## config.mk

```make
export PLATFORM = sky130hd
export DESIGN_NAME = capture_top
export DESIGN_NICKNAME = d
export VERILOG_FILES = /design/src/design/capture_pkg.sv /design/src/design/capture_trigger_decode.sv /design/src/design/sample_fifo.sv /design/src/design/capture_sequencer.sv /design/src/design/word_packer.sv /design/src/design/word_output.sv /design/src/design/capture_top.sv
export SDC_FILE = /design/constraint.sdc
export NUM_CORES = 2
export LEC_CHECK = 0
export BUFFER_PORTS_ARGS = -buffer_cell sky130_fd_sc_hd__buf_4
export CORE_ASPECT_RATIO = 1.5
export CORE_MARGIN = 1.5
export CORE_UTILIZATION = 35
export CTS_BUF_LIST = sky130_fd_sc_hd__clkbuf_4
export CTS_CLUSTER_DIAMETER = 50
export DETAILED_ROUTE_END_ITERATION = 6
export HOLD_SLACK_MARGIN = 0.08
export SLEW_MARGIN = 20
export SYNTH_ARGS = -nofsm -noshare
export SYNTH_HDL_FRONTEND = slang
export SYNTH_SLANG_ARGS = --single-unit
export TNS_END_PERCENT = 1
```

## constraint.sdc

```tcl
create_clock -name adc_sampleclk -period 10.6 [get_ports adc_sampleclk]
set_clock_uncertainty 0.05 [all_clocks]
set_input_delay 1.59 -clock adc_sampleclk [delete_from_list [all_inputs] [get_ports adc_sampleclk]]
set_output_delay 1.59 -clock adc_sampleclk [all_outputs]
set_load 0.02 [all_outputs]
```

## src/design/capture_pkg.sv

```systemverilog
package capture_pkg;

    localparam int SAMPLE_W          = 12;
    localparam int WORD_W            = 64;
    localparam int SAMPLES_PER_GROUP = 16;  // 16 x 12 bits is exactly three words

    typedef logic [SAMPLE_W-1:0] sample_t;
    typedef logic [WORD_W-1:0]   word_t;

    typedef struct packed {
        logic [7:0]  presamples;   // samples kept from before the trigger
        logic [15:0] max_samples;  // total stored, presamples included
        logic [7:0]  downsample;   // samples skipped between stored ones
    } capture_cfg_t;

    typedef enum logic [2:0] {
        IDLE,
        PRESAMP_FILLING,
        PRESAMP_FULL,
        TRIGGERED,
        DONE
    } capture_state_e;

    typedef struct packed {
        logic cfg_error;
        logic presamp_error;
        logic clip_error;
        logic overflow;
    } capture_flags_t;

    typedef struct packed {
        logic         arm_pulse;
        logic         trig_pulse;
        sample_t      sample;  // adc data delayed to line up with trig_pulse
        capture_cfg_t cfg;
    } capture_event_t;

endpackage

```

## src/design/capture_trigger_decode.sv

```systemverilog
`timescale 1ns/1ns

module capture_trigger_decode (
    input  logic                        adc_sampleclk,
    input  logic                        reset,
    input  capture_pkg::sample_t        adc_data_i,
    input  logic                        arm_i,
    input  logic                        trigger_i,
    input  capture_pkg::capture_cfg_t   cfg_i,
    output capture_pkg::capture_event_t event_o,
    output logic                        cfg_error_o
);

    logic                      arm_q;
    logic                      trig_q;
    logic                      arm_pulse;
    logic                      trig_pulse;
    logic                      arm_edge;
    capture_pkg::sample_t      sample_q;
    capture_pkg::capture_cfg_t cfg_q;

    assign arm_edge = arm_i && !arm_q;

    always_ff @(posedge adc_sampleclk) begin
        if (reset) begin
            arm_q       <= 1'b0;
            trig_q      <= 1'b0;
            arm_pulse   <= 1'b0;
            trig_pulse  <= 1'b0;
            cfg_q       <= '0;
            cfg_error_o <= 1'b0;
        end else begin
            arm_q      <= arm_i;
            trig_q     <= trigger_i;
            arm_pulse  <= arm_edge;
            trig_pulse <= trigger_i && !trig_q;
            if (arm_edge) begin
                cfg_q       <= cfg_i;
                cfg_error_o <= 1'b0;
                // downsampling and presamples together are not supported
                if ((cfg_i.downsample != '0) && (cfg_i.presamples != '0)) begin
                    cfg_q.presamples <= '0;
                    cfg_error_o      <= 1'b1;
                end
            end
        end
    end

    always_ff @(posedge adc_sampleclk) begin
        sample_q <= adc_data_i;  // same delay as the edge detect
    end

    assign event_o = '{arm_pulse: arm_pulse, trig_pulse: trig_pulse,
                       sample: sample_q, cfg: cfg_q};

endmodule

```

## src/design/sample_fifo.sv

```systemverilog
`timescale 1ns/1ns

module sample_fifo #(
    parameter int  DEPTH     = 16,
    parameter type payload_t = logic
) (
    input  logic     adc_sampleclk,
    input  logic     reset,
    input  logic     clear_i,
    input  logic     wr_i,
    input  payload_t data_i,
    input  logic     rd_i,
    output payload_t data_o,
    output logic     full_o,
    output logic     empty_o
);

    localparam int AW = (DEPTH > 1) ? $clog2(DEPTH) : 1;

    payload_t      mem [DEPTH];
    logic [AW-1:0] wr_ptr;
    logic [AW-1:0] rd_ptr;
    logic [AW:0]   count;
    logic          do_wr;
    logic          do_rd;

    assign full_o  = (count == (AW+1)'(DEPTH));
    assign empty_o = (count == '0);
    assign do_wr   = wr_i && !full_o;   // write when full is dropped
    assign do_rd   = rd_i && !empty_o;
    assign data_o  = mem[rd_ptr];       // head of queue shows through

    always_ff @(posedge adc_sampleclk) begin
        if (reset || clear_i) begin
            wr_ptr <= '0;
            rd_ptr <= '0;
            count  <= '0;
        end else begin
            if (do_wr)
                wr_ptr <= (wr_ptr == AW'(DEPTH - 1)) ? '0 : wr_ptr + 1'b1;
            if (do_rd)
                rd_ptr <= (rd_ptr == AW'(DEPTH - 1)) ? '0 : rd_ptr + 1'b1;
            count <= count + (AW+1)'(do_wr) - (AW+1)'(do_rd);
        end
    end

    always_ff @(posedge adc_sampleclk) begin
        if (do_wr)
            mem[wr_ptr] <= data_i;
    end

endmodule

```

## src/design/capture_sequencer.sv

```systemverilog
`timescale 1ns/1ns

module capture_sequencer #(
    parameter int SAMPLE_DEPTH = 64
) (
    input  logic                        adc_sampleclk,
    input  logic                        reset,
    input  capture_pkg::capture_event_t event_i,
    input  logic                        fifo_full_i,
    input  logic                        fifo_empty_i,
    input  capture_pkg::sample_t        fifo_data_i,
    input  logic                        word_space_i,
    output logic                        fifo_clear_o,
    output logic                        fifo_wr_o,
    output logic                        fifo_rd_o,
    output logic                        sample_valid_o,
    output capture_pkg::sample_t        sample_o,
    output logic                        last_o,
    output logic                        armed_o,
    output logic                        presamp_error_o,
    output logic                        clip_error_o,
    output logic                        overflow_o
);

    capture_pkg::capture_state_e state;
    capture_pkg::capture_cfg_t   cfg;
    logic [7:0]                  pre_target;
    logic [7:0]                  pre_cnt;
    logic [15:0]                 store_cnt;
    logic [7:0]                  ds_ctr;
    logic                        trig_acc;
    logic                        store;
    logic                        drain;
    logic                        fwd_rd;

    assign cfg = event_i.cfg;

    // window capped one below the fifo depth so the trigger sample still fits
    assign pre_target = (cfg.presamples >= 8'(SAMPLE_DEPTH - 1)) ?
                        8'(SAMPLE_DEPTH - 1) : cfg.presamples;

    assign trig_acc = (state == capture_pkg::PRESAMP_FULL) && event_i.trig_pulse
                      && !event_i.arm_pulse;

    always_comb begin
        case (state)
            capture_pkg::PRESAMP_FILLING: store = 1'b1;
            capture_pkg::PRESAMP_FULL:    store = trig_acc || (pre_target != '0);
            capture_pkg::TRIGGERED:       store = (ds_ctr == cfg.downsample);
            default:                      store = 1'b0;
        endcase
    end

    // drop the oldest presample while waiting, so the window stays put
    assign drain  = (state == capture_pkg::PRESAMP_FULL) && (pre_target != '0) && !trig_acc;
    assign fwd_rd = ((state == capture_pkg::TRIGGERED) || (state == capture_pkg::DONE))
                    && !fifo_empty_i && word_space_i && !event_i.arm_pulse;

    assign fifo_clear_o = event_i.arm_pulse;
    assign fifo_wr_o    = store;
    assign fifo_rd_o    = drain || fwd_rd;
    assign armed_o      = state inside {capture_pkg::PRESAMP_FILLING,
                                        capture_pkg::PRESAMP_FULL, capture_pkg::TRIGGERED};

    always_ff @(posedge adc_sampleclk) begin
        if (reset) begin
            state           <= capture_pkg::IDLE;
            pre_cnt         <= '0;
            store_cnt       <= '0;
            ds_ctr          <= '0;
            sample_valid_o  <= 1'b0;
            last_o          <= 1'b0;
            presamp_error_o <= 1'b0;
            clip_error_o    <= 1'b0;
            overflow_o      <= 1'b0;
        end else begin
            sample_valid_o <= fwd_rd;
            last_o         <= 1'b0;
            // trigger restarts the count so the trigger sample is always kept
            ds_ctr <= (trig_acc || (ds_ctr == cfg.downsample)) ? '0 : ds_ctr + 8'd1;
            if (fifo_wr_o && fifo_full_i)
                overflow_o <= 1'b1;
            if (fwd_rd && ((fifo_data_i == '1) || (fifo_data_i == '0)))
                clip_error_o <= 1'b1;

            if (event_i.arm_pulse) begin
                state           <= (pre_target != '0) ? capture_pkg::PRESAMP_FILLING
                                                      : capture_pkg::PRESAMP_FULL;
                pre_cnt         <= '0;
                store_cnt       <= '0;
                presamp_error_o <= 1'b0;
                clip_error_o    <= 1'b0;
                overflow_o      <= 1'b0;
            end else begin
                case (state)
                    capture_pkg::PRESAMP_FILLING: begin
                        if (event_i.trig_pulse)
                            presamp_error_o <= 1'b1;  // too early, window not full
                        pre_cnt <= pre_cnt + 8'd1;
                        if (pre_cnt == pre_target - 8'd1)
                            state <= capture_pkg::PRESAMP_FULL;
                    end
                    capture_pkg::PRESAMP_FULL: begin
                        if (trig_acc) begin
                            store_cnt <= 16'(pre_target) + 16'd1;
                            state     <= (16'(pre_target) + 16'd1 >= cfg.max_samples) ?
                                         capture_pkg::DONE : capture_pkg::TRIGGERED;
                        end
                    end
                    capture_pkg::TRIGGERED: begin
                        if (store) begin
                            store_cnt <= store_cnt + 16'd1;
                            if (store_cnt + 16'd1 >= cfg.max_samples)
                                state <= capture_pkg::DONE;
                        end
                    end
                    capture_pkg::DONE: begin
                        if (fifo_empty_i) begin  // everything handed to the packer
                            last_o <= 1'b1;
                            state  <= capture_pkg::IDLE;
                        end
                    end
                    default: ;
                endcase
            end
        end
    end

    always_ff @(posedge adc_sampleclk) begin
        if (fwd_rd)
            sample_o <= fifo_data_i;
    end

endmodule

```

## src/design/word_packer.sv

```systemverilog
`timescale 1ns/1ns

module word_packer (
    input  logic                 adc_sampleclk,
    input  logic                 reset,
    input  logic                 sample_valid_i,
    input  capture_pkg::sample_t sample_i,
    input  logic                 last_i,
    input  logic                 word_full_i,
    output logic                 word_wr_o,
    output capture_pkg::word_t   word_o,
    output logic                 stream_end_o
);

    localparam int ACC_W = capture_pkg::WORD_W + capture_pkg::SAMPLE_W;
    localparam int CNT_W = $clog2(ACC_W);
    localparam int GRP_W = $clog2(capture_pkg::SAMPLES_PER_GROUP);

    logic [ACC_W-1:0]     acc;  // pending bits at the bottom, oldest highest
    logic [ACC_W-1:0]     acc_next;
    logic [CNT_W-1:0]     nbits;
    logic [CNT_W-1:0]     nbits_next;
    logic [GRP_W-1:0]     grp_cnt;
    logic                 filling;
    logic                 push;
    capture_pkg::sample_t push_data;

    // filler waits while the word fifo is full
    assign push       = sample_valid_i || (filling && !word_full_i);
    assign push_data  = sample_valid_i ? sample_i : '0;
    assign acc_next   = {acc[capture_pkg::WORD_W-1:0], push_data};
    assign nbits_next = nbits + CNT_W'(capture_pkg::SAMPLE_W);

    always_ff @(posedge adc_sampleclk) begin
        if (reset) begin
            nbits        <= '0;
            grp_cnt      <= '0;
            filling      <= 1'b0;
            word_wr_o    <= 1'b0;
            stream_end_o <= 1'b0;
        end else begin
            word_wr_o    <= 1'b0;
            stream_end_o <= 1'b0;
            if (last_i) begin
                if (grp_cnt == '0)
                    stream_end_o <= 1'b1;  // final word already went out
                else
                    filling <= 1'b1;
            end
            if (push) begin
                grp_cnt <= grp_cnt + 1'b1;
                if (nbits_next >= CNT_W'(capture_pkg::WORD_W)) begin
                    nbits     <= nbits_next - CNT_W'(capture_pkg::WORD_W);
                    word_wr_o <= 1'b1;
                end else begin
                    nbits <= nbits_next;
                end
                // group boundary means no bits left over
                if (filling && (grp_cnt == GRP_W'(capture_pkg::SAMPLES_PER_GROUP - 1))) begin
                    filling      <= 1'b0;
                    stream_end_o <= 1'b1;
                end
            end
        end
    end

    always_ff @(posedge adc_sampleclk) begin
        if (push) begin
            acc <= acc_next;
            if (nbits_next >= CNT_W'(capture_pkg::WORD_W))
                word_o <= capture_pkg::word_t'(acc_next >> (nbits_next - 
                          CNT_W'(capture_pkg::WORD_W)));
        end
    end

endmodule

```

## src/design/word_output.sv

```systemverilog
`timescale 1ns/1ns

module word_output (
    input  logic               adc_sampleclk,
    input  logic               reset,
    input  logic               arm_pulse_i,
    input  logic               empty_i,
    input  capture_pkg::word_t data_i,
    input  logic               stream_end_i,
    output logic               rd_o,
    output logic               word_req_o,
    output capture_pkg::word_t word_o,
    input  logic               word_ack_i,
    output logic               capture_done_o
);

    typedef enum logic [1:0] {
        HS_IDLE,     // holding register free
        HS_REQ,      // req high, waiting for ack
        HS_RELEASE   // req dropped, waiting for ack low
    } hs_state_e;

    hs_state_e hs;
    logic      ended;
    logic      hs_free;

    assign rd_o    = (hs == HS_IDLE) && !empty_i && !arm_pulse_i;
    assign hs_free = (hs == HS_IDLE) || ((hs == HS_RELEASE) && !word_ack_i);

    always_ff @(posedge adc_sampleclk) begin
        if (reset) begin
            hs             <= HS_IDLE;
            word_req_o     <= 1'b0;
            ended          <= 1'b0;
            capture_done_o <= 1'b0;
        end else begin
            case (hs)
                HS_IDLE: if (rd_o) begin
                    word_req_o <= 1'b1;
                    hs         <= HS_REQ;
                end
                HS_REQ: if (word_ack_i) begin
                    word_req_o <= 1'b0;
                    hs         <= HS_RELEASE;
                end
                default: if (!word_ack_i) hs <= HS_IDLE;
            endcase
            if (stream_end_i)
                ended <= 1'b1;  // no more words after this point
            if (ended && empty_i && hs_free)
                capture_done_o <= 1'b1;
            if (arm_pulse_i) begin
                ended          <= 1'b0;
                capture_done_o <= 1'b0;
            end
        end
    end

    always_ff @(posedge adc_sampleclk) begin
        if (rd_o)
            word_o <= data_i;  // held until the handshake is over
    end

endmodule

```

## src/design/capture_top.sv

```systemverilog
`timescale 1ns/1ns

module capture_top #(
    parameter int SAMPLE_DEPTH = 64,
    parameter int WORD_DEPTH   = 8
) (
    input  logic                        adc_sampleclk,
    input  logic                        reset,
    input  capture_pkg::sample_t        adc_data_i,
    input  logic                        arm_i,
    input  logic                        trigger_i,
    input  capture_pkg::capture_cfg_t   cfg_i,
    input  logic                        word_ack_i,
    output logic                        word_req_o,
    output capture_pkg::word_t          word_o,
    output logic                        armed_o,
    output logic                        capture_done_o,
    output capture_pkg::capture_flags_t flags_o
);

    capture_pkg::capture_event_t evt;
    capture_pkg::sample_t        s_dout;
    capture_pkg::sample_t        pk_sample;
    capture_pkg::word_t          w_din;
    capture_pkg::word_t          w_dout;
    logic cfg_error, presamp_error, clip_error, overflow;
    logic fifo_clear, s_wr, s_rd, s_full, s_empty;
    logic pk_valid, pk_last, stream_end;
    logic w_wr, w_rd, w_full, w_empty;

    capture_trigger_decode u_decode (
        .adc_sampleclk, .reset, .adc_data_i, .arm_i, .trigger_i, .cfg_i,
        .event_o     (evt),
        .cfg_error_o (cfg_error)
    );

    capture_sequencer #(.SAMPLE_DEPTH(SAMPLE_DEPTH)) u_execute (
        .adc_sampleclk, .reset,
        .event_i         (evt),
        .fifo_full_i     (s_full),
        .fifo_empty_i    (s_empty),
        .fifo_data_i     (s_dout),
        .word_space_i    (!w_full),  // packer needs 5+ samples per word, so no spill
        .fifo_clear_o    (fifo_clear),
        .fifo_wr_o       (s_wr),
        .fifo_rd_o       (s_rd),
        .sample_valid_o  (pk_valid),
        .sample_o        (pk_sample),
        .last_o          (pk_last),
        .armed_o,
        .presamp_error_o (presamp_error),
        .clip_error_o    (clip_error),
        .overflow_o      (overflow)
    );

    sample_fifo #(.DEPTH(SAMPLE_DEPTH), .payload_t(capture_pkg::sample_t)) u_sample_fifo (
        .adc_sampleclk, .reset,
        .clear_i (fifo_clear),
        .wr_i    (s_wr),
        .data_i  (evt.sample),
        .rd_i    (s_rd),
        .data_o  (s_dout),
        .full_o  (s_full),
        .empty_o (s_empty)
    );

    word_packer u_packer (
        .adc_sampleclk, .reset,
        .sample_valid_i (pk_valid),
        .sample_i       (pk_sample),
        .last_i         (pk_last),
        .word_full_i    (w_full),
        .word_wr_o      (w_wr),
        .word_o         (w_din),
        .stream_end_o   (stream_end)
    );

    sample_fifo #(.DEPTH(WORD_DEPTH), .payload_t(capture_pkg::word_t)) u_word_fifo (
        .adc_sampleclk, .reset,
        .clear_i (fifo_clear),
        .wr_i    (w_wr),
        .data_i  (w_din),
        .rd_i    (w_rd),
        .data_o  (w_dout),
        .full_o  (w_full),
        .empty_o (w_empty)
    );

    word_output u_output (
        .adc_sampleclk, .reset,
        .arm_pulse_i  (evt.arm_pulse),
        .empty_i      (w_empty),
        .data_i       (w_dout),
        .stream_end_i (stream_end),
        .rd_o         (w_rd),
        .word_req_o, .word_o, .word_ack_i, .capture_done_o
    );

    assign flags_o = '{cfg_error: cfg_error, presamp_error: presamp_error,
                       clip_error: clip_error, overflow: overflow};

endmodule

```

==> flow_summary.toml <==
[routing]
wl_per_cell_um = 23.6
ant_nets = 0
totalWireLength_um = 158000
viasPerCell = 5.14
drt_pass1_iterations = 7
route.detailed.drc = 24
drtIter0Drc = 2906
vias = 34475

[placement]
portBuffers = 119
placed_area_um2 = 69000
dp_hpwl_um = 96100
place_congestion = 0.894
dp_slack_ns = 5.77

[yosys]
syn_area_um2 = 65600
synth_top_cell_area_share_pct = 67.9
yosysSeqAreaShare_pct = 72.2
synth_flop_cell = "edfxtp_1"
synthArstFlopShare_pct = 0
ys_types = 83
synth.avg_cell_area_um2 = 18.3
postSynthCellCount = 3583
ys_seq_elements = 1625
yosys.area.top_type = "edfxtp_1"
ys_warn_count = 0
synth_edf_count = 1484
synthTopCellsByArea = "edfxtp_1 (68%), mux4_2 (9.9%), dfxtp_1 (4.3%)"

[floorplan]
rows = 194
num_io_pins = 120
core-area_um2 = 186000
design.die.area_um2 = 190000
die_w_um = 356
fp.dieH_um = 533
initial_utilization_pct = 35.2

[timing]
fmax_ghz = 0.203
period_needed_ns = 4.92
fin_tns_setup_ns = 0
worst_pin_slew_ns = 1.16
maxSlewHeadroom_pct = 22.1
final_max_slew_viol_count = 0
fin_ws_ns = 5.68
post-route-period-util_pct = 46.5
grt_setup_unrepaired = "no"
whs_ns = 0.301
hold_violations = 0
setup_viol = 0

[final_layout]
layout_common_cells = "edfxtp_1 (1,484), clkbuf_4 (564), mux4_2 (289), nor2_1 (214), nand2_1 (174)"
fin_nets = 4058
layout-drive-gt1-share_pct = 29.4
fillers = 16834
syn_to_final_growth_pct = 13.0
fin_util_pct = 39.8
final_common_cell = "edfxtp_1"
stdcell_area_um2 = 74100

[global_routing]
antenna_found_initial = 4
grt_use_total_pct = 16.6
grt_max_degree = 126
busiest_layer = "met2"
grt_pass1_vias = 36210
grtUsageMet3_pct = 3.24
grt_pass1_wl_um = 233000
use_met1_pct = 18.6
use_met2_pct = 30.0
grt_overflow = 0

[worst_setup_path]
reg2reg_from = "u_execute.state[0]$_SDFFE_PP0P_"
end_kind = "register"
cp_common_cell = "nand3_1"
worstPathRequired_ns = 11.45
cp_slowest_cell = "nor2_1"
cp_max_fo = 20
rrSetupSlack_ns = 5.68
start_kind = "register"
r2r_cells = 6
rr_endpoint = "u_sample_fifo.mem[19][5]$_DFFE_PP_"
path_class = "reg2reg"
slowest_delay_ns = 1.19
critPathArrivalTime_ns = 5.77
path_cells = "nand3_1 > o311ai_1 > a21boi_1 > nor3_1 > nand3_1 > nor2_1"

[clock_tree]
clkLatencyLatePin_ns = 1.37
cts.htree.levels = 5
clk_pin_slew_worst_paths_ns = 0.07
ctsResizeCount = 0
postCtsSetupBuffers = 0
clockRootBuffer = "clkbuf_4"
cts-buffers-inserted = 393
cts.sinks = 1625
clockBufferDepth = 4
ctsHoldBuffers = 0
cts_tree = "done"

[pwr]
ir_drop_mv = 0.132
power-per-cell-area_nw_per_um2 = 187
p_leak_nw = 23.3

[worst_hold_path]
hold_start = "adc_data_i[2]"
hold_class = "in2reg"
whs_path_depth = 1
holdPathEnd = "u_decode.sample_q[2]$_DFF_P_"

[status]
violations = "design-rule violations"
status = "finished with violations"

[job]
maxCapViolations = 0
-- report_power, final --
group	internal, W	total (W)	switching, W
clock network	0.00264	0.00508	0.00244
logic	0.000675	0.00143	0.000754
registers	0.00718	0.00732	0.000138
-- cells in the mapped netlist, types with 10 or more instances --
cell type  number
mux2_2         96
mux2i_1        75
xor2_1         35
nand2b_1       16
nand4_1        16
o21ai_0        55
ha_1           54
buf_4          12
a22oi_1        20
o211ai_1       10
mux4_1         63
nor2_1        257
edfxtp_1     1484
dfxtp_1       141
a21oi_1       136
and3_1         27
and2_1         24
a31oi_1        14
clkbuf_1      103
o22ai_1        18
buf_6          21
nand3_1        58
nand2_1       175
buf_1          24
xnor2_1        39
mux4_2        289
nor3_1         30
inv_1          52
buf_2          23
nor2b_1        24
a211oi_1       55
-- metal layers --
metal  vias up  wire length, um
met3       301             7820
met5         -                0
met1     17631            58900
li1      15352                -
met4         0             6770
met2      1191            84800
-- critical path, delay by kind of cell (launching register included) --
kind | cells | cell delay (ns)
and+or+nand+nor | 4 | 3.10
AOI/OAI and AO/OA | 2 | 0.75
DFF | 1 | 0.59
-- worst max-delay path by stage --
stage,start,endpoint,depth (start not counted)
after global routing,u_execute.state[0]$_SDFFE_PP0P_,u_sample_fifo.mem[58][9]$_DFFE_PP_,6
final,u_execute.state[0]$_SDFFE_PP0P_,u_sample_fifo.mem[19][5]$_DFFE_PP_,6
after global placement,register,u_execute.clip_error_o$_SDFFE_PP0P_,9
after detailed placement,u_execute.state[0]$_SDFFE_PP0P_,u_sample_fifo.mem[10][2]$_DFFE_PP_,6
after CTS,u_execute.state[0]$_SDFFE_PP0P_,u_sample_fifo.mem[45][3]$_DFFE_PP_,6
after floorplan,u_word_fifo.count[2]$_SDFF_PP0_,u_word_fifo.mem[0][0]$_DFFE_PP_,5
-- through the flow --
step,std cells,power (W)
2_1_floorplan,3584,0.00842
6_report,6708,0.0138
3_3_place_gp,6008,0.00892
3_5_place_dp,6008,0.00893
5_1_grt,6706,0.0144
4_1_cts,6697,0.0140
-- layout make-up --
cell class / count / area [um^2] / area share [%]
multi-input cells: 1705 / 17100 / 23.1
well taps: 2450 / 3070 / 4.14
diodes: 11 / 27.5 / 0.0372
repair buffers: 175 / 1350 / 1.82
inverters: 53 / 199 / 0.269
clock buffers: 564 / 4230 / 5.71
clock inverters: 125 / 701 / 0.946
flip-flops and latches: 1625 / 47400 / 64.0
-- flip-flops by register name, summed over array words and instances (netlist names), 6 cells and up, named ones only --
name and cells:
u_sample_fifo.count 7, u_packer.acc 64, u_decode.sample_q 12, u_execute.sample_o 12, u_execute.store_cnt 16, u_word_fifo.mem 512, u_output.word_o 64, u_packer.word_o 64
u_sample_fifo.mem 768, u_sample_fifo.wr_ptr 6, u_sample_fifo.rd_ptr 6, u_decode.event_o 32, u_execute.pre_cnt 8, u_execute.ds_ctr 8
-- logic make-up after synthesis --
group           count (synthesis)  synth area share (%)
simple gates                  687                  4.86
xor+xnor                       74                 0.988
compound gates                363                  3.45
mux                           523                  15.2
other cells                     1               0.00572
fa+ha+maj                      56                  1.09
flops                        1625                  72.2
buf+inv                       254                  2.12
Note: power is estimated with default switching activity, not from simulation.
